## config.mk

```make
export PLATFORM = sky130hd
export DESIGN_NAME = route_stage_flat
export DESIGN_NICKNAME = d
export VERILOG_FILES = /design/src/mesh_pkg.sv /design/src/trans_pkg.sv /design/src/arb_req_if.sv /design/src/route_stage.sv /design/src/flat_wrapper.sv
export VERILOG_INCLUDE_DIRS = /design/src
export SDC_FILE = /design/constraint.sdc
export NUM_CORES = 1
export LEC_CHECK = 0
export ABC_AREA = 1
export BUFFER_PORTS_ARGS = -buffer_cell sky130_fd_sc_hd__buf_2
export CAP_MARGIN = 20
export CORE_AREA = 8 8 759 761
export DETAILED_ROUTE_END_ITERATION = 16
export DIE_AREA = 0 0 767 769
export MAX_ROUTING_LAYER = met4
export SLEW_MARGIN = 5
export SYNTH_ARGS = -nofsm -noshare
export SYNTH_HDL_FRONTEND = slang
export SYNTH_SLANG_ARGS = --single-unit
```

## constraint.sdc

```tcl
create_clock -name vclk -period 2.91
set_clock_uncertainty 0.1 [all_clocks]
set_input_delay 0.582 -clock vclk [all_inputs]
set_output_delay 0.582 -clock vclk [all_outputs]
set_load 0.05 [all_outputs]
```

## src/router_params.svh

```systemverilog
`ifndef ROUTER_PARAMS_SVH
`define ROUTER_PARAMS_SVH

//============================================================
// router sizing
//============================================================
`define ROUTER_FIFO_DEPTH   4   // entries per source slot

`define ROUTER_ADDR_W       32
`define ROUTER_DATA_W       32
`define ROUTER_ID_W         8   // column nibble, row nibble

// target tile id inside the address
`define ROUTER_TARGET_MSB   31
`define ROUTER_TARGET_LSB   24

// sources queued by one output arbiter, all ports but its own
`define ROUTER_SRC_PER_ARB  4

`endif

```

## src/mesh_pkg.sv

```systemverilog
`include "router_params.svh"
`default_nettype none

package mesh_pkg;

    // port directions, values double as ready bit index
    typedef enum logic [2:0] {
        NORTH = 3'd0,
        EAST  = 3'd1,
        SOUTH = 3'd2,
        WEST  = 3'd3,
        LOCAL = 3'd4
    } t_cardinal;

    typedef struct packed {
        logic [`ROUTER_ID_W/2-1:0] col;   // upper nibble
        logic [`ROUTER_ID_W/2-1:0] row;   // lower nibble, north is row - 1
    } t_tile_id;

    // one bit per downstream arbiter, north_arb is bit 0
    typedef struct packed {
        logic local_arb;
        logic west_arb;
        logic south_arb;
        logic east_arb;
        logic north_arb;
    } t_fab_ready;

    // tile one step away in the given direction
    function automatic t_tile_id neighbor_of(t_tile_id here, t_cardinal dir);
        t_tile_id nb;
        nb = here;
        case (dir)
            NORTH:   nb.row = here.row - 1'b1;
            SOUTH:   nb.row = here.row + 1'b1;
            EAST:    nb.col = here.col + 1'b1;
            WEST:    nb.col = here.col - 1'b1;
            default: nb = here;   // local stays put
        endcase
        return nb;
    endfunction

    // source feeding a slot, order n e s w l minus the arbiter itself
    function automatic t_cardinal slot_src(t_cardinal arb, int unsigned slot);
        return (slot < int'(arb)) ? t_cardinal'(slot) : t_cardinal'(slot + 1);
    endfunction

endpackage

`default_nettype wire

```

## src/trans_pkg.sv

```systemverilog
`include "router_params.svh"
`default_nettype none

package trans_pkg;
    import mesh_pkg::*;

    // carried through untouched
    typedef enum logic [1:0] {
        RD     = 2'd0,
        WR     = 2'd1,
        RD_RSP = 2'd2,
        WR_RSP = 2'd3
    } t_opcode;

    //============================================================
    // one router transaction, 77 bits
    //============================================================
    typedef struct packed {
        logic [`ROUTER_ADDR_W-1:0] address;   // target tile in the top byte
        logic [`ROUTER_DATA_W-1:0] data;
        t_opcode                   opcode;
        t_tile_id                  requestor_id;
        t_cardinal                 next_tile_fifo_arb_id;   // arbiter in the next tile
    } t_tile_trans;

endpackage

`default_nettype wire
```

## src/arb_req_if.sv

```systemverilog
`include "router_params.svh"
`default_nettype none

// candidates from four sources into one output arbiter
interface arb_req_if
    import trans_pkg::*;
();

    logic        [`ROUTER_SRC_PER_ARB-1:0] cand_valid;   // request names this output
    t_tile_trans [`ROUTER_SRC_PER_ARB-1:0] cand_req;     // next hop already rewritten
    logic        [`ROUTER_SRC_PER_ARB-1:0] slot_ready;   // source fifo not full

    modport route (
        output cand_valid,
        output cand_req,
        input  slot_ready
    );

    modport arb (
        input  cand_valid,
        input  cand_req,
        output slot_ready
    );

endinterface

`default_nettype wire

```

## src/route_stage.sv

```systemverilog
`include "router_params.svh"
`default_nettype none

module route_stage
    import mesh_pkg::*;
    import trans_pkg::*;
(
    input  var t_tile_id    local_tile_id,
    input  wire             north_valid,
    input  wire             east_valid,
    input  wire             south_valid,
    input  wire             west_valid,
    input  wire             local_valid,
    input  var t_tile_trans north_req,
    input  var t_tile_trans east_req,
    input  var t_tile_trans south_req,
    input  var t_tile_trans west_req,
    input  var t_tile_trans local_req,
    arb_req_if.route        to_north,
    arb_req_if.route        to_east,
    arb_req_if.route        to_south,
    arb_req_if.route        to_west,
    arb_req_if.route        to_local
);

    localparam int N_PORTS = `ROUTER_SRC_PER_ARB + 1;

    logic        [N_PORTS-1:0]             valid_vec;      // indexed by t_cardinal
    t_tile_trans                           req_vec [N_PORTS];
    logic        [`ROUTER_SRC_PER_ARB-1:0] cand_v  [N_PORTS];
    t_tile_trans [`ROUTER_SRC_PER_ARB-1:0] cand_r  [N_PORTS];

    // XY hop as seen from the tile beyond out_dir
    function automatic t_cardinal xy_hop(t_tile_id here, t_cardinal out_dir,
                                         t_tile_id target);
        t_tile_id  nb;
        t_cardinal hop;
        nb = neighbor_of(here, out_dir);
        if (out_dir == LOCAL)         hop = LOCAL;   // delivered here
        else if (target.col > nb.col) hop = EAST;    // column first
        else if (target.col < nb.col) hop = WEST;
        else if (target.row > nb.row) hop = SOUTH;   // then row
        else if (target.row < nb.row) hop = NORTH;
        else                          hop = LOCAL;
        return hop;
    endfunction

    assign valid_vec = {local_valid, west_valid, south_valid, east_valid, north_valid};
    assign req_vec   = '{north_req, east_req, south_req, west_req, local_req};

    //============================================================
    // match and rewrite, every output, every slot
    //============================================================
    always_comb begin
        t_cardinal src;
        for (int o = 0; o < N_PORTS; o++) begin
            for (int s = 0; s < `ROUTER_SRC_PER_ARB; s++) begin
                src = slot_src(t_cardinal'(o), s);   // own direction never a source
                cand_v[o][s] = valid_vec[src]
                            && (req_vec[src].next_tile_fifo_arb_id == t_cardinal'(o));
                cand_r[o][s] = req_vec[src];
                cand_r[o][s].next_tile_fifo_arb_id = xy_hop(local_tile_id, t_cardinal'(o),
                    t_tile_id'(req_vec[src].address[`ROUTER_TARGET_MSB:`ROUTER_TARGET_LSB]));
            end
        end
    end

    assign to_north.cand_valid = cand_v[NORTH];
    assign to_north.cand_req   = cand_r[NORTH];
    assign to_east.cand_valid  = cand_v[EAST];
    assign to_east.cand_req    = cand_r[EAST];
    assign to_south.cand_valid = cand_v[SOUTH];
    assign to_south.cand_req   = cand_r[SOUTH];
    assign to_west.cand_valid  = cand_v[WEST];
    assign to_west.cand_req    = cand_r[WEST];
    assign to_local.cand_valid = cand_v[LOCAL];
    assign to_local.cand_req   = cand_r[LOCAL];

endmodule

`default_nettype wire

```

## src/flat_wrapper.sv

```systemverilog
// flat-port wrapper written by rule: the top's interface ports become plain ports
module route_stage_flat import mesh_pkg::*; import trans_pkg::*;
  (local_tile_id, north_valid, east_valid, south_valid, west_valid, local_valid, north_req, east_req, south_req, west_req, local_req, to_north_cand_valid, to_north_cand_req, to_north_slot_ready, to_east_cand_valid, to_east_cand_req, to_east_slot_ready, to_south_cand_valid, to_south_cand_req, to_south_slot_ready, to_west_cand_valid, to_west_cand_req, to_west_slot_ready, to_local_cand_valid, to_local_cand_req, to_local_slot_ready);
  arb_req_if to_north_i ();
  arb_req_if to_east_i ();
  arb_req_if to_south_i ();
  arb_req_if to_west_i ();
  arb_req_if to_local_i ();
  input  var t_tile_id local_tile_id;
  input  wire north_valid;
  input  wire east_valid;
  input  wire south_valid;
  input  wire west_valid;
  input  wire local_valid;
  input  var t_tile_trans north_req;
  input  var t_tile_trans east_req;
  input  var t_tile_trans south_req;
  input  var t_tile_trans west_req;
  input  var t_tile_trans local_req;
  output wire logic [$bits(to_north_i.cand_valid)-1:0] to_north_cand_valid;
  output wire logic [$bits(to_north_i.cand_req)-1:0] to_north_cand_req;
  input wire logic [$bits(to_north_i.slot_ready)-1:0] to_north_slot_ready;
  output wire logic [$bits(to_east_i.cand_valid)-1:0] to_east_cand_valid;
  output wire logic [$bits(to_east_i.cand_req)-1:0] to_east_cand_req;
  input wire logic [$bits(to_east_i.slot_ready)-1:0] to_east_slot_ready;
  output wire logic [$bits(to_south_i.cand_valid)-1:0] to_south_cand_valid;
  output wire logic [$bits(to_south_i.cand_req)-1:0] to_south_cand_req;
  input wire logic [$bits(to_south_i.slot_ready)-1:0] to_south_slot_ready;
  output wire logic [$bits(to_west_i.cand_valid)-1:0] to_west_cand_valid;
  output wire logic [$bits(to_west_i.cand_req)-1:0] to_west_cand_req;
  input wire logic [$bits(to_west_i.slot_ready)-1:0] to_west_slot_ready;
  output wire logic [$bits(to_local_i.cand_valid)-1:0] to_local_cand_valid;
  output wire logic [$bits(to_local_i.cand_req)-1:0] to_local_cand_req;
  input wire logic [$bits(to_local_i.slot_ready)-1:0] to_local_slot_ready;
  assign to_north_cand_valid = to_north_i.cand_valid;
  assign to_north_cand_req = to_north_i.cand_req;
  assign to_north_i.slot_ready = to_north_slot_ready;
  assign to_east_cand_valid = to_east_i.cand_valid;
  assign to_east_cand_req = to_east_i.cand_req;
  assign to_east_i.slot_ready = to_east_slot_ready;
  assign to_south_cand_valid = to_south_i.cand_valid;
  assign to_south_cand_req = to_south_i.cand_req;
  assign to_south_i.slot_ready = to_south_slot_ready;
  assign to_west_cand_valid = to_west_i.cand_valid;
  assign to_west_cand_req = to_west_i.cand_req;
  assign to_west_i.slot_ready = to_west_slot_ready;
  assign to_local_cand_valid = to_local_i.cand_valid;
  assign to_local_cand_req = to_local_i.cand_req;
  assign to_local_i.slot_ready = to_local_slot_ready;
  route_stage u_core (.local_tile_id(local_tile_id), .north_valid(north_valid), .east_valid(east_valid), .south_valid(south_valid), .west_valid(west_valid), .local_valid(local_valid), .north_req(north_req), .east_req(east_req), .south_req(south_req), .west_req(west_req), .local_req(local_req), .to_north(to_north_i), .to_east(to_east_i), .to_south(to_south_i), .to_west(to_west_i), .to_local(to_local_i));
endmodule
```

==> results of run 1 <==
-- kinds of logic after synthesis --
group / after synthesis / synth area share
simple gates: 201 / 0.0665
compound gates: 61 / 0.0242
xor+xnor: 7 / 0.00433
other cells: 2 / 0.000531
buf+inv: 1577 / 0.815
fa+ha+maj: 101 / 0.0893
-- per-stage QoR --
step | std cells | setup WS, ns
5_1_grt | 8488 | -0.272
4_1_cts | 8425 | -0.199
3_5_place_dp | 8408 | -0.649
3_3_place_gp | 8408 | -0.737
2_1_floorplan | 1959 | -0.574
-- routing by layer --
metal / GRT usage
met3: 0.187
met4: 0.0459
met5: -
met1: 0.0452
met2: 0.163
-- timing repair --
action	in CTS	in global routing
setup buffers	17	19
endpoints found under the setup margin	48	43
endpoints found under the hold margin	0	0
pin swaps	60	63
resized for setup	168	89
==> impl_results.html, run 1 <==
<table>
<tr><th>Metric</th><th>Value</th></tr>
<tr><th colspan="2">Place</th></tr>
<tr><td>DP Area</td><td>16100 sq um</td></tr>
<tr><td>Routability Congestion</td><td>0.705</td></tr>
<tr><td>Number of input and output port buffers inserted</td><td>296</td></tr>
<tr><td>Detail Placement HPWL</td><td>306 mm</td></tr>
<tr><th colspan="2">Global route</th></tr>
<tr><td>Number of global-route vias before repair</td><td>8558</td></tr>
<tr><td>Initial antenna violation count</td><td>39</td></tr>
<tr><td>Total global routing overflow</td><td>0</td></tr>
<tr><td>Tot GR Track Use</td><td>0.110</td></tr>
<tr><td>Largest net degree at the start of global routing</td><td>8</td></tr>
<tr><td>Global-route wire length before repair</td><td>355 mm</td></tr>
<tr><th colspan="2">Clock tree</th></tr>
<tr><td>CTS Hold Buffers Added</td><td>0</td></tr>
<tr><th colspan="2">Yosys</th></tr>
<tr><td>Most frequent cell after synthesis</td><td>buf_4</td></tr>
<tr><td>Number of distinct standard cells referenced by the synthesized netlist</td><td>30</td></tr>
<tr><td>Share of the synthesized area in the top cell type</td><td>0.793</td></tr>
<tr><td>Largest cells by area after synthesis</td><td>buf_4 (79%), ha_1 (8.9%), inv_1 (2.1%), nand2_1 (1.9%), nor2_1 (1.4%)</td></tr>
<tr><td>Number of warning messages in the yosys log</td><td>0</td></tr>
<tr><td>Most frequent cells after synthesis</td><td>buf_4 (1495), ha_1 (101), inv_1 (79)</td></tr>
<tr><td>Count of mapped cells out of synthesis</td><td>1949</td></tr>
<tr><td>Cell type contributing the most total cell area after synthesis</td><td>buf_4</td></tr>
<tr><td>Proportion of synthesized chip area in sequential cells</td><td>0</td></tr>
<tr><td>Area of the mapped netlist</td><td>14100 sq um</td></tr>
<tr><td>Post-Synthesis Mean Instance Area</td><td>7.26 sq um</td></tr>
<tr><th colspan="2">Floorplan</th></tr>
<tr><td>Die width</td><td>767 microns</td></tr>
<tr><td>Die height</td><td>769 microns</td></tr>
<tr><td>Initial cell density of the core</td><td>0.0251</td></tr>
<tr><td>Standard-cell row count</td><td>276</td></tr>
<tr><td>I/O pin total</td><td>1978</td></tr>
<tr><th colspan="2">Run status</th></tr>
<tr><td>First error</td><td>[ERROR DRT-0255] Maze Route cannot find path of net east_req[22] in worker of routeBox ( 724500 0 ) ( 767000 48300 ).</td></tr>
<tr><td>Result of the run</td><td>did not finish</td></tr>
<tr><td>Last stage</td><td>5_2_route</td></tr>
<tr><th colspan="2">STA</th></tr>
<tr><td>Worst Endpoint after GRT Repair</td><td>to_west_cand_req[79]</td></tr>
<tr><td>WEP type</td><td>output port</td></tr>
</table>
==> run 2, diff against run 1 <==
MAX_ROUTING_LAYER = default   (was met4)
PLACE_DENSITY_LB_ADDON = 0.15   (was default)
==> run 2 against run 1 <==
Against the previous run: global-route usage down 3.9 points; synthesized area unchanged; synthesized cell count unchanged; the flow now finishes, with violations (negative setup slack).
==> impl_results.html, run 2 <==
<table>
<tr><th>Metric</th><th>Value</th></tr>
<tr><th colspan="2">Drt</th></tr>
<tr><td>Post-route DRC</td><td>0</td></tr>
<tr><td>Number of detailed-routing iterations run before antenna repair</td><td>4</td></tr>
<tr><td>Detailed-route vias per instance</td><td>0.924</td></tr>
<tr><td>Total wire length after detailed routing</td><td>223 mm</td></tr>
<tr><td>Initial DRC Count</td><td>332</td></tr>
<tr><td>Drt wl/cell</td><td>26.3 microns</td></tr>
<tr><td>Count of antenna-violating nets left after detailed routing</td><td>0</td></tr>
<tr><td>Via count</td><td>7830</td></tr>
<tr><th colspan="2">Yosys</th></tr>
<tr><td>Proportion of synthesized chip area in sequential cells</td><td>0</td></tr>
<tr><td>Area of the mapped netlist</td><td>14100 sq um</td></tr>
<tr><td>Count of mapped cells out of synthesis</td><td>1949</td></tr>
<tr><td>Number of warning messages in the yosys log</td><td>0</td></tr>
<tr><td>Post-Synthesis Mean Instance Area</td><td>7.26 sq um</td></tr>
<tr><td>Share of the synthesized area in the top cell type</td><td>0.793</td></tr>
<tr><td>Number of distinct standard cells referenced by the synthesized netlist</td><td>30</td></tr>
<tr><td>Most frequent cell after synthesis</td><td>buf_4</td></tr>
<tr><td>Cell type contributing the most total cell area after synthesis</td><td>buf_4</td></tr>
<tr><td>Most frequent cells after synthesis</td><td>buf_4 (1495), ha_1 (101), inv_1 (79)</td></tr>
<tr><td>Largest cells by area after synthesis</td><td>buf_4 (79%), ha_1 (8.9%), inv_1 (2.1%), nand2_1 (1.9%), nor2_1 (1.4%)</td></tr>
<tr><th colspan="2">Finish</th></tr>
<tr><td>Post-route core utilization</td><td>0.0315</td></tr>
<tr><td>Final instance count without filler cells</td><td>8470</td></tr>
<tr><td>Sequential cell area</td><td>0 sq um</td></tr>
<tr><td>Clock buffers</td><td>0</td></tr>
<tr><td>Number of nets at the end of the flow</td><td>1478</td></tr>
<tr><td>Fillcell total</td><td>67300</td></tr>
<tr><td>Commonest non-fill, non-tap cell in the layout</td><td>buf_2</td></tr>
<tr><td>Growth of design area from synthesis to finish</td><td>25.5%</td></tr>
<tr><td>Top library cells by usage in the layout, fill and taps aside</td><td>buf_2 (235), buf_4 (134), ha_1 (68), buf_12 (58), buf_6 (57)</td></tr>
<tr><td>Share of post-route cells with drive strength above 1</td><td>0.706</td></tr>
<tr><td>Number of sequential cells in the layout</td><td>0</td></tr>
<tr><th colspan="2">STA</th></tr>
<tr><td>Max-slew violations</td><td>0</td></tr>
<tr><td>Transition time at the pin with the least slew margin</td><td>0.587 ns</td></tr>
<tr><td>Max Fclk</td><td>0.305 GHz</td></tr>
<tr><td>Max-slew headroom at the worst pin</td><td>0.612</td></tr>
<tr><td>Minimum clock period</td><td>3.28 ns</td></tr>
<tr><td>Post-Route Hold Slack</td><td>1.06 ns</td></tr>
<tr><td>Final hold viol count</td><td>0</td></tr>
<tr><td>Setup-failing EPs final</td><td>47</td></tr>
<tr><td>Unrepaired setup endpoints after global routing</td><td>true</td></tr>
<tr><td>Final critical-path setup slack</td><td>-0.366 ns</td></tr>
<tr><td>Final cycle utilization of the critical path</td><td>1.13</td></tr>
<tr><th colspan="2">Place</th></tr>
<tr><td>Pre-CTS setup slack</td><td>-0.890 ns</td></tr>
<tr><td>Placed insts</td><td>8424</td></tr>
<tr><td>Routability Congestion</td><td>0.647</td></tr>
<tr><td>Number of input and output port buffers inserted</td><td>296</td></tr>
<tr><td>Detail Placement HPWL</td><td>211 mm</td></tr>
<tr><th colspan="2">Critical path</th></tr>
<tr><td>Worst path most repeated cell</td><td>buf_6</td></tr>
<tr><td>Nature of the critical path startpoint</td><td>primary input</td></tr>
<tr><td>Worst-path cell chain</td><td>buf_8 &gt; buf_4 &gt; buf_6 &gt; ha_4 &gt; xnor2_4 &gt; buf_6 &gt; ha_4 &gt; nand2_4 &gt; nor3_4 &gt; buf_6 &gt; nand2_8 &gt; nor2_4 &gt; buf_12</td></tr>
<tr><td>Cell with the biggest individual delay on the critical path</td><td>ha_4</td></tr>
<tr><td>Slowest stage delay, CP</td><td>0.27 ns</td></tr>
<tr><td>Number of buffer and inverter instances along the worst setup path</td><td>6</td></tr>
<tr><td>Cell family with the largest share of critical-path delay</td><td>buffers and inverters</td></tr>
<tr><td>Data arrival time of the worst path</td><td>2.59 ns</td></tr>
<tr><td>Sort of element at the end of the critical path</td><td>output port</td></tr>
<tr><td>Class of the most critical setup path</td><td>in2out</td></tr>
<tr><td>Required @ worst endpoint</td><td>2.23 ns</td></tr>
<tr><td>Crit path max fanout</td><td>3</td></tr>
<tr><th colspan="2">Floorplan</th></tr>
<tr><td>I/O pin total</td><td>1978</td></tr>
<tr><td>Initial cell density of the core</td><td>0.0251</td></tr>
<tr><td>Floorplan Core Area</td><td>564000 sq um</td></tr>
<tr><td>Die width</td><td>767 microns</td></tr>
<tr><td>Die height</td><td>769 microns</td></tr>
<tr><td>Standard-cell row count</td><td>276</td></tr>
<tr><td>Die Outline Area</td><td>590000 sq um</td></tr>
<tr><th colspan="2">Global route</th></tr>
<tr><td>Initial antenna violation count</td><td>14</td></tr>
<tr><td>Largest net degree at the start of global routing</td><td>9</td></tr>
<tr><td>Tot GR Track Use</td><td>0.0712</td></tr>
<tr><td>Global-route wire length before repair</td><td>243 mm</td></tr>
<tr><td>Number of global-route vias before repair</td><td>7970</td></tr>
<tr><td>Total global routing overflow</td><td>0</td></tr>
<tr><th colspan="2">Hold path</th></tr>
<tr><td>Class of the most critical hold timing path</td><td>in2out</td></tr>
<tr><th colspan="2">Run</th></tr>
<tr><td>Max_cap viols</td><td>0</td></tr>
<tr><th colspan="2">Run status</th></tr>
<tr><td>Failing checks</td><td>negative setup slack</td></tr>
<tr><td>Result of the run</td><td>finished, violations left</td></tr>
</table>
[run 2: cell counts after synthesis]
Identical to the previous run, type by type.
[run 2: layer usage]
layer	track usage	vias up	wire (microns)	part of all wire
met3	0.119	344	79100	0.36
met4	0.0280	24	11200	0.050
met2	0.110	1967	95600	0.43
met5	0.0181	-	1520	0.0068
met1	0.0321	2961	35300	0.16
li1	-	2534	-	-
[run 2: final timing paths]
| kind | startpoint | to | slack (ns) | cells past startpoint |
|---|---|---|---|---|
| max | local_tile_id[5] | to_east_cand_req[233] | -0.37 | 13 |
| min | south_req[10] | to_local_cand_req[164] | 1.06 | 0 |
[run 2: repair_timing]
item | 4_1_cts | 5_1_grt
resized for setup | 216 | 96
pin swaps | 66 | 63
setup buffers | 28 | 22
gates cloned | 0 | 0
endpoints found under the setup margin | 48 | 48
hold buffers | 0 | 0
[run 2: logic make-up (layout without fill, tap and decap cells)]
group,Yosys count,after routing,share of synthesized area
AOI/OAI and AO/OA,61,61,0.0242
xor gates and xnor gates,7,7,0.00433
adders and majority gates,101,101,0.0893
buffers and inverters,1577,575,0.815
other,2,19,0.000531
and+or+nand+nor,201,201,0.0665
[run 2: cell type report]
cell class / count / area [sq um] / area share
multi-input cells: 382 / 3880 / 0.219
well taps: 7506 / 9390 / 0.529
diodes: 7 / 17.5 / 0.000987
repair buffers: 493 / 4120 / 0.232
inverters: 82 / 342 / 0.0192
[run 2: per-stage QoR]
stage               instance area (sq um)  TNS (ns)
floorplan                           14400     -2.02
global placement                    16000    -17.09
detailed placement                  16000    -16.67
CTS                                 17200     -7.97
global route                        17700    -11.75
finish                              17800     -8.67
==> run 3, diff against run 2 <==
CORE_AREA = 5 5 778 780   (was 8 8 759 761)
DIE_AREA = 0 0 783 785   (was 0 0 767 769)
==> run 3 against run 2 <==
Against the previous run: the flow still finishes with violations (negative setup slack); critical endpoint is now to_west_cand_req[79]; final cell count rose by 4.2%; largest cell class unchanged; flip-flop and latch count is the same; non-clock buffer count grew 3; wire length decreased by 1.9%; critical path type unchanged.
==> impl_results.html, run 3 (same netlist as run 2, synthesis figures left out) <==
<table>
<tr><th>Metric</th><th>Value</th></tr>
<tr><th colspan="2">Hold path</th></tr>
<tr><td>Class of the most critical hold timing path</td><td>in2out</td></tr>
<tr><td>Origin of the worst min-delay path</td><td>west_req[49]</td></tr>
<tr><th colspan="2">Place</th></tr>
<tr><td>Routability Congestion</td><td>0.627</td></tr>
<tr><td>Number of input and output port buffers inserted</td><td>296</td></tr>
<tr><td>Detail Placement HPWL</td><td>207 mm</td></tr>
<tr><th colspan="2">Critical path</th></tr>
<tr><td>CP Capture Point</td><td>to_west_cand_req[79]</td></tr>
<tr><td>Slowest stage delay, CP</td><td>0.32 ns</td></tr>
<tr><td>Nature of the critical path startpoint</td><td>primary input</td></tr>
<tr><td>Required @ worst endpoint</td><td>2.23 ns</td></tr>
<tr><td>Data arrival time of the worst path</td><td>2.53 ns</td></tr>
<tr><td>Launching instance or port of the critical path</td><td>local_tile_id[5]</td></tr>
<tr><td>Cell with the biggest individual delay on the critical path</td><td>ha_4</td></tr>
<tr><td>Worst-path cell chain</td><td>buf_8 &gt; clkinvlp_4 &gt; ha_4 &gt; buf_12 &gt; ha_4 &gt; inv_2 &gt; nor2_1 &gt; o21ai_1 &gt; nand2_2 &gt; nand4_1 &gt; nor3b_4 &gt; buf_12</td></tr>
<tr><td>Crit path max fanout</td><td>4</td></tr>
<tr><td>Class of the most critical setup path</td><td>in2out</td></tr>
<tr><td>Sort of element at the end of the critical path</td><td>output port</td></tr>
<tr><th colspan="2">Power and ir drop</th></tr>
<tr><td>Maximum resistive drop on vdd</td><td>0.0568 mV</td></tr>
<tr><td>Reg power frac</td><td>0</td></tr>
<tr><td>Internal portion of total power</td><td>1.02 mW</td></tr>
<tr><td>Areal power density over the cells</td><td>153 nW/um^2</td></tr>
<tr><td>Relative contribution of the clock network to total power</td><td>0</td></tr>
<tr><td>Total leakage power</td><td>4.62 nW</td></tr>
<tr><td>Switching Power</td><td>1.83 mW</td></tr>
<tr><td>Switching portion of total power</td><td>0.642</td></tr>
<tr><td>Combinational share of power</td><td>1.000</td></tr>
<tr><th colspan="2">Drt</th></tr>
<tr><td>Number of detailed-routing iterations run before antenna repair</td><td>4</td></tr>
<tr><td>Total wire length after detailed routing</td><td>218 mm</td></tr>
<tr><td>Detailed-route vias per instance</td><td>0.887</td></tr>
<tr><td>Post-route DRC</td><td>0</td></tr>
<tr><td>Initial DRC Count</td><td>376</td></tr>
<tr><td>Via count</td><td>7828</td></tr>
<tr><td>Drt wl/cell</td><td>24.7 microns</td></tr>
<tr><td>Count of antenna-violating nets left after detailed routing</td><td>0</td></tr>
<tr><th colspan="2">Finish</th></tr>
<tr><td>Clock buffers</td><td>0</td></tr>
<tr><td>Commonest non-fill, non-tap cell in the layout</td><td>buf_2</td></tr>
<tr><td>Sequential cell area</td><td>0 sq um</td></tr>
<tr><td>Fillcell total</td><td>71200</td></tr>
<tr><td>Area of the multi-input gates</td><td>4170 sq um</td></tr>
<tr><td>Number of nets at the end of the flow</td><td>1481</td></tr>
<tr><td>Top library cells by usage in the layout, fill and taps aside</td><td>buf_2 (232), buf_4 (134), buf_12 (77), ha_1 (56), inv_1 (47)</td></tr>
<tr><td>Share of post-route cells with drive strength above 1</td><td>0.746</td></tr>
<tr><td>Post-route core utilization</td><td>0.0313</td></tr>
<tr><td>Growth of design area from synthesis to finish</td><td>32.2%</td></tr>
<tr><td>Number of sequential cells in the layout</td><td>0</td></tr>
<tr><th colspan="2">Floorplan</th></tr>
<tr><td>Initial cell density of the core</td><td>0.0237</td></tr>
<tr><td>Standard-cell row count</td><td>284</td></tr>
<tr><td>Die height</td><td>785 microns</td></tr>
<tr><td>Floorplan Core Area</td><td>597000 sq um</td></tr>
<tr><td>Die width</td><td>783 microns</td></tr>
<tr><td>I/O pin total</td><td>1978</td></tr>
<tr><td>Die Outline Area</td><td>615000 sq um</td></tr>
<tr><th colspan="2">STA</th></tr>
<tr><td>Unrepaired setup endpoints after global routing</td><td>true</td></tr>
<tr><td>Max Fclk</td><td>0.311 GHz</td></tr>
<tr><td>Final TNS setup</td><td>-5.52 ns</td></tr>
<tr><td>Final cycle utilization of the critical path</td><td>1.11</td></tr>
<tr><td>Minimum clock period</td><td>3.22 ns</td></tr>
<tr><td>Max-slew headroom at the worst pin</td><td>0.634</td></tr>
<tr><td>Final critical-path setup slack</td><td>-0.306 ns</td></tr>
<tr><td>Max-slew violations</td><td>0</td></tr>
<tr><td>Transition time at the pin with the least slew margin</td><td>0.552 ns</td></tr>
<tr><td>Final hold viol count</td><td>0</td></tr>
<tr><td>Setup-failing EPs final</td><td>35</td></tr>
<tr><th colspan="2">Run status</th></tr>
<tr><td>Failing checks</td><td>negative setup slack</td></tr>
<tr><td>Result of the run</td><td>finished, violations left</td></tr>
<tr><th colspan="2">Global route</th></tr>
<tr><td>Number of global-route vias before repair</td><td>8065</td></tr>
<tr><td>Tot GR Track Use</td><td>0.0673</td></tr>
<tr><td>Global-route wire length before repair</td><td>238 mm</td></tr>
<tr><td>Initial antenna violation count</td><td>17</td></tr>
<tr><td>Largest net degree at the start of global routing</td><td>8</td></tr>
<tr><td>Total global routing overflow</td><td>0</td></tr>
<tr><th colspan="2">Clock tree</th></tr>
<tr><td>CTS Hold Buffers Added</td><td>0</td></tr>
<tr><th colspan="2">Run</th></tr>
<tr><td>Max_cap viols</td><td>0</td></tr>
</table>
## run 3: worst min-delay path by stage
stage / endpoint / slack [ns] / cells past startpoint
after CTS: to_east_cand_req[100] / 1.06 / 0
after global routing: to_local_cand_req[115] / 1.06 / 0
after floorplan: to_east_cand_req[100] / 1.23 / 1
after global placement: to_east_cand_req[100] / 1.06 / 0
after detailed placement: to_east_cand_req[100] / 1.06 / 0
final: to_south_cand_req[203] / 1.06 / 0
## run 3: area by class of cell
type | count | share of cell area
Timing Repair Buffer | 496 | 0.232
Antenna cell | 4 | 0.000535
Tap cell | 7865 | 0.526
Multi-Input combinational cell | 382 | 0.223
Inverter | 82 | 0.0188
## run 3: repair_timing
action	in CTS	in global routing
gates resized for setup	229	112
buffers inserted	33	19
pin swaps	81	92
endpoints found under the setup margin	46	47
## run 3: power by group through the flow
stage	clock network [mW]	registers [mW]	logic, mW
after detailed placement	0	0	2.49
after global placement	0	0	2.50
after floorplan	0	0	6.15
final	0.0000000681	0	2.85
after global routing	0	0	3.09
after CTS	0	0	2.84
## run 3: per-layer routing
layer	routed length, microns	up-vias	GRT usage
met3	67500	286	0.0984
met4	7290	25	0.0177
met5	1160	-	0.0149
met1	43900	3135	0.0389
li1	-	2549	-
met2	98600	1833	0.108
## run 3: critical path, delay by kind of cell
kind | cells | cell delay, ns
adders and majority gates | 2 | 0.58
and+or+nand+nor | 4 | 0.71
AOI/OAI and AO/OA | 1 | 0.07
buffers and inverters | 5 | 0.57
## run 3: per-stage QoR
step | power (mW) | worst slack, ns | cells | area, sq um | hold WS (ns)
after global routing | 3.09 | -0.384 | 8825 | 18700 | 1.06
after CTS | 2.84 | -0.410 | 8816 | 18100 | 1.06
final | 2.85 | -0.306 | 8829 | 18700 | 1.06
after global placement | 2.50 | -0.715 | 8792 | 16800 | 1.06
after floorplan | 6.15 | -0.574 | 1959 | 14400 | 1.23
after detailed placement | 2.49 | -0.714 | 8792 | 16800 | 1.06
Power figures use the tool's default switching activity.
==> run 4, diff against run 3 <==
ABC_AREA = default   (was 1)
CORE_AREA = 5 5 769 771   (was 5 5 778 780)
DIE_AREA = 0 0 774 776   (was 0 0 783 785)
clock period = 2.6 ns   (was 2.91 ns; I/O delays follow)
==> run 4 against run 3 <==
Against the previous run: the run still ends with negative setup slack left; critical path depth increased by 1; final cell count decreased by 1.6%; first-iteration DRC count decreased by 6.6%; clock-buffer cell count unchanged; synthesized area decreased by 0.61%; via count decreased by 4.0%; global-route usage increased by 0.54 points; largest cell class unchanged; largest power group unchanged; highest routed layer unchanged.
==> impl_results.html, run 4 <==
<table>
<tr><th>Metric</th><th>Value</th></tr>
<tr><th colspan="2">Drt</th></tr>
<tr><td>Detailed-route vias per instance</td><td>0.864</td></tr>
<tr><td>Post-route DRC</td><td>0</td></tr>
<tr><td>Via count</td><td>7511</td></tr>
<tr><td>Number of detailed-routing iterations run before antenna repair</td><td>4</td></tr>
<tr><td>Drt wl/cell</td><td>26.4 microns</td></tr>
<tr><td>Count of antenna-violating nets left after detailed routing</td><td>0</td></tr>
<tr><td>Total wire length after detailed routing</td><td>229 mm</td></tr>
<tr><td>Initial DRC Count</td><td>351</td></tr>
<tr><th colspan="2">STA</th></tr>
<tr><td>Minimum clock period</td><td>3.05 ns</td></tr>
<tr><td>Final hold viol count</td><td>0</td></tr>
<tr><td>Final critical-path setup slack</td><td>-0.455 ns</td></tr>
<tr><td>Unrepaired setup endpoints after global routing</td><td>true</td></tr>
<tr><td>Final TNS setup</td><td>-15.69 ns</td></tr>
<tr><td>Transition time at the pin with the least slew margin</td><td>0.578 ns</td></tr>
<tr><td>Max Fclk</td><td>0.327 GHz</td></tr>
<tr><td>Setup-failing EPs final</td><td>48</td></tr>
<tr><td>Max-slew violations</td><td>0</td></tr>
<tr><td>Max-slew headroom at the worst pin</td><td>0.617</td></tr>
<tr><td>Final cycle utilization of the critical path</td><td>1.17</td></tr>
<tr><th colspan="2">Critical path</th></tr>
<tr><td>Cell depth of the worst setup path</td><td>13</td></tr>
<tr><td>Cell with the biggest individual delay on the critical path</td><td>ha_4</td></tr>
<tr><td>Crit path max fanout</td><td>4</td></tr>
<tr><td>Worst-path cell chain</td><td>buf_8 &gt; clkinvlp_4 &gt; ha_4 &gt; inv_8 &gt; buf_4 &gt; buf_6 &gt; ha_4 &gt; nor2b_1 &gt; o21a_1 &gt; o21a_4 &gt; o21bai_4 &gt; buf_6 &gt; buf_12</td></tr>
<tr><td>Nature of the critical path startpoint</td><td>primary input</td></tr>
<tr><td>CP Capture Point</td><td>to_east_cand_req[0]</td></tr>
<tr><td>Class of the most critical setup path</td><td>in2out</td></tr>
<tr><td>Number of buffer and inverter instances along the worst setup path</td><td>7</td></tr>
<tr><td>Slowest stage delay, CP</td><td>0.31 ns</td></tr>
<tr><td>Cell family with the largest share of critical-path delay</td><td>buffers and inverters</td></tr>
<tr><td>Data arrival time of the worst path</td><td>2.43 ns</td></tr>
<tr><td>Launching instance or port of the critical path</td><td>local_tile_id[5]</td></tr>
<tr><td>Required @ worst endpoint</td><td>1.98 ns</td></tr>
<tr><td>Sort of element at the end of the critical path</td><td>output port</td></tr>
<tr><th colspan="2">Global route</th></tr>
<tr><td>Initial antenna violation count</td><td>17</td></tr>
<tr><td>Total global routing overflow</td><td>0</td></tr>
<tr><td>Largest net degree at the start of global routing</td><td>8</td></tr>
<tr><td>Number of global-route vias before repair</td><td>7805</td></tr>
<tr><td>Tot GR Track Use</td><td>0.0727</td></tr>
<tr><td>Global-route wire length before repair</td><td>250 mm</td></tr>
<tr><th colspan="2">Floorplan</th></tr>
<tr><td>Die width</td><td>774 microns</td></tr>
<tr><td>Floorplan Core Area</td><td>584000 sq um</td></tr>
<tr><td>Standard-cell row count</td><td>281</td></tr>
<tr><td>I/O pin total</td><td>1978</td></tr>
<tr><td>Initial cell density of the core</td><td>0.0241</td></tr>
<tr><td>Die Outline Area</td><td>601000 sq um</td></tr>
<tr><td>Die height</td><td>776 microns</td></tr>
<tr><th colspan="2">Finish</th></tr>
<tr><td>Sequential cell area</td><td>0 sq um</td></tr>
<tr><td>Area of the multi-input gates</td><td>4510 sq um</td></tr>
<tr><td>Growth of design area from synthesis to finish</td><td>36.3%</td></tr>
<tr><td>Share of post-route cells with drive strength above 1</td><td>0.780</td></tr>
<tr><td>Top library cells by usage in the layout, fill and taps aside</td><td>buf_2 (229), buf_4 (143), buf_12 (96), ha_4 (52), ha_1 (49)</td></tr>
<tr><td>Fillcell total</td><td>69600</td></tr>
<tr><td>Post-route core utilization</td><td>0.0328</td></tr>
<tr><td>Clock buffers</td><td>0</td></tr>
<tr><td>Number of nets at the end of the flow</td><td>1423</td></tr>
<tr><td>Commonest non-fill, non-tap cell in the layout</td><td>buf_2</td></tr>
<tr><td>Number of sequential cells in the layout</td><td>0</td></tr>
<tr><th colspan="2">Yosys</th></tr>
<tr><td>Post-synthesis xor/xnor area fraction</td><td>0.00694</td></tr>
<tr><td>Most frequent cells after synthesis</td><td>buf_4 (1495), ha_1 (101), o21ai_0 (32)</td></tr>
<tr><td>Multiplexer fraction of the synthesized cell area</td><td>0</td></tr>
<tr><td>Largest cells by area after synthesis</td><td>buf_4 (80%), ha_1 (9.0%), nor2b_1 (1.2%), o21ai_0 (1.1%), nand2b_1 (0.89%)</td></tr>
<tr><td>Proportion of synthesized chip area in sequential cells</td><td>0</td></tr>
<tr><td>Area of the mapped netlist</td><td>14100 sq um</td></tr>
<tr><td>Adder-Cell Fraction of Synth Area</td><td>0.0907</td></tr>
<tr><td>Count of mapped cells out of synthesis</td><td>1866</td></tr>
<tr><td>Share of the synthesized area in the top cell type</td><td>0.798</td></tr>
<tr><td>Post-Synthesis Mean Instance Area</td><td>7.54 sq um</td></tr>
<tr><td>Number of distinct standard cells referenced by the synthesized netlist</td><td>37</td></tr>
<tr><td>Largest family of logic cells by synthesized area</td><td>buffers and inverters</td></tr>
<tr><td>Synthesized-area fraction occupied by and/or/nand/nor cells</td><td>0.0592</td></tr>
<tr><td>Most frequent cell after synthesis</td><td>buf_4</td></tr>
<tr><td>Cell type contributing the most total cell area after synthesis</td><td>buf_4</td></tr>
<tr><td>Synthesized-area fraction occupied by ao, oa, aoi and oai cells</td><td>0.0376</td></tr>
<tr><td>Number of warning messages in the yosys log</td><td>0</td></tr>
<tr><th colspan="2">Place</th></tr>
<tr><td>Number of input and output port buffers inserted</td><td>296</td></tr>
<tr><td>Detail Placement HPWL</td><td>219 mm</td></tr>
<tr><td>Routability Congestion</td><td>0.659</td></tr>
<tr><th colspan="2">Power and ir drop</th></tr>
<tr><td>Internal portion of total power</td><td>1.30 mW</td></tr>
<tr><td>Total leakage power</td><td>4.61 nW</td></tr>
<tr><td>Switching Power</td><td>2.07 mW</td></tr>
<tr><td>Switching portion of total power</td><td>0.615</td></tr>
<tr><td>Maximum resistive drop on vdd</td><td>0.0579 mV</td></tr>
<tr><td>Total power draw</td><td>3.37 mW</td></tr>
<tr><td>Relative contribution of the clock network to total power</td><td>0</td></tr>
<tr><td>Combinational share of power</td><td>1.000</td></tr>
<tr><td>Areal power density over the cells</td><td>176 nW/um^2</td></tr>
<tr><td>Reg power frac</td><td>0</td></tr>
<tr><th colspan="2">Run status</th></tr>
<tr><td>Failing checks</td><td>negative setup slack</td></tr>
<tr><td>Result of the run</td><td>finished, violations left</td></tr>
<tr><th colspan="2">Clock tree</th></tr>
<tr><td>CTS Hold Buffers Added</td><td>0</td></tr>
<tr><th colspan="2">Run</th></tr>
<tr><td>Max_cap viols</td><td>0</td></tr>
<tr><th colspan="2">Hold path</th></tr>
<tr><td>Class of the most critical hold timing path</td><td>in2out</td></tr>
</table>
## run 4: cell count changes in the layout (fill, tap and decap cells not counted), sizes merged, moves of 11 or more
cell    change
a21o       +11
o21ai      +15
buf        +24
nand2      -57
nand3      -16
inv        -55
nand2b     +20
nor2       -45
nor2b      +28
## run 4: worst min path at each step
stage,startpoint,to,slack (ns),cells after the start
floorplan,south_req[23],to_east_cand_req[100],1.11,1
global placement,north_req[34],to_local_cand_req[34],0.94,0
detailed placement,north_req[34],to_local_cand_req[34],0.94,0
CTS,north_req[34],to_local_cand_req[34],0.94,0
global route,north_req[35],to_local_cand_req[35],0.94,0
finish,local_req[31],to_north_cand_req[262],0.94,0
## run 4: per-stage QoR
| stage | cell area [sq um] | cells | hold slack (ns) | setup slack, ns |
|---|---|---|---|---|
| CTS | 18700 | 8676 | 0.941 | -0.559 |
| global route | 19200 | 8686 | 0.940 | -0.541 |
| global placement | 17600 | 8651 | 0.941 | -1.28 |
| finish | 19200 | 8692 | 0.940 | -0.455 |
| floorplan | 14900 | 1876 | 1.11 | -0.437 |
| detailed placement | 17600 | 8651 | 0.941 | -1.27 |
## run 4: per-layer routing
| layer | global-route usage | wire length, microns | vias to the layer above |
|---|---|---|---|
| met5 | 0.0115 | 885 | - |
| met4 | 0.0325 | 12700 | 10 |
| met3 | 0.120 | 81500 | 374 |
| met2 | 0.115 | 101000 | 1856 |
| met1 | 0.0299 | 32800 | 2816 |
| li1 | - | - | 2455 |
## run 4: final cells by class
cell class / instances / area share
well taps: 7782 / 0.508
multi-input cells: 355 / 0.235
repair buffers: 521 / 0.249
inverters: 26 / 0.00679
diodes: 8 / 0.00104
## run 4: kinds of logic after synthesis
logic type,after synthesis
buf+inv,1521
simple gates,145
fa+ha+maj,102
compound gates,87
xor+xnor,9
other cells,2
## run 4: power groups by stage
stage,combinational (mW),clock [mW],sequential [mW]
2_1_floorplan,7.11,0,0
3_3_place_gp,3.11,0,0
3_5_place_dp,3.10,0,0
4_1_cts,3.41,0,0
5_1_grt,3.61,0.0000000435,0
6_report,3.37,0.000000119,0
## run 4: timing repair
action | CTS | global route
endpoints found under the setup margin | 48 | 48
gates resized for setup | 166 | 61
buffers inserted | 30 | 16
pin swaps | 76 | 65
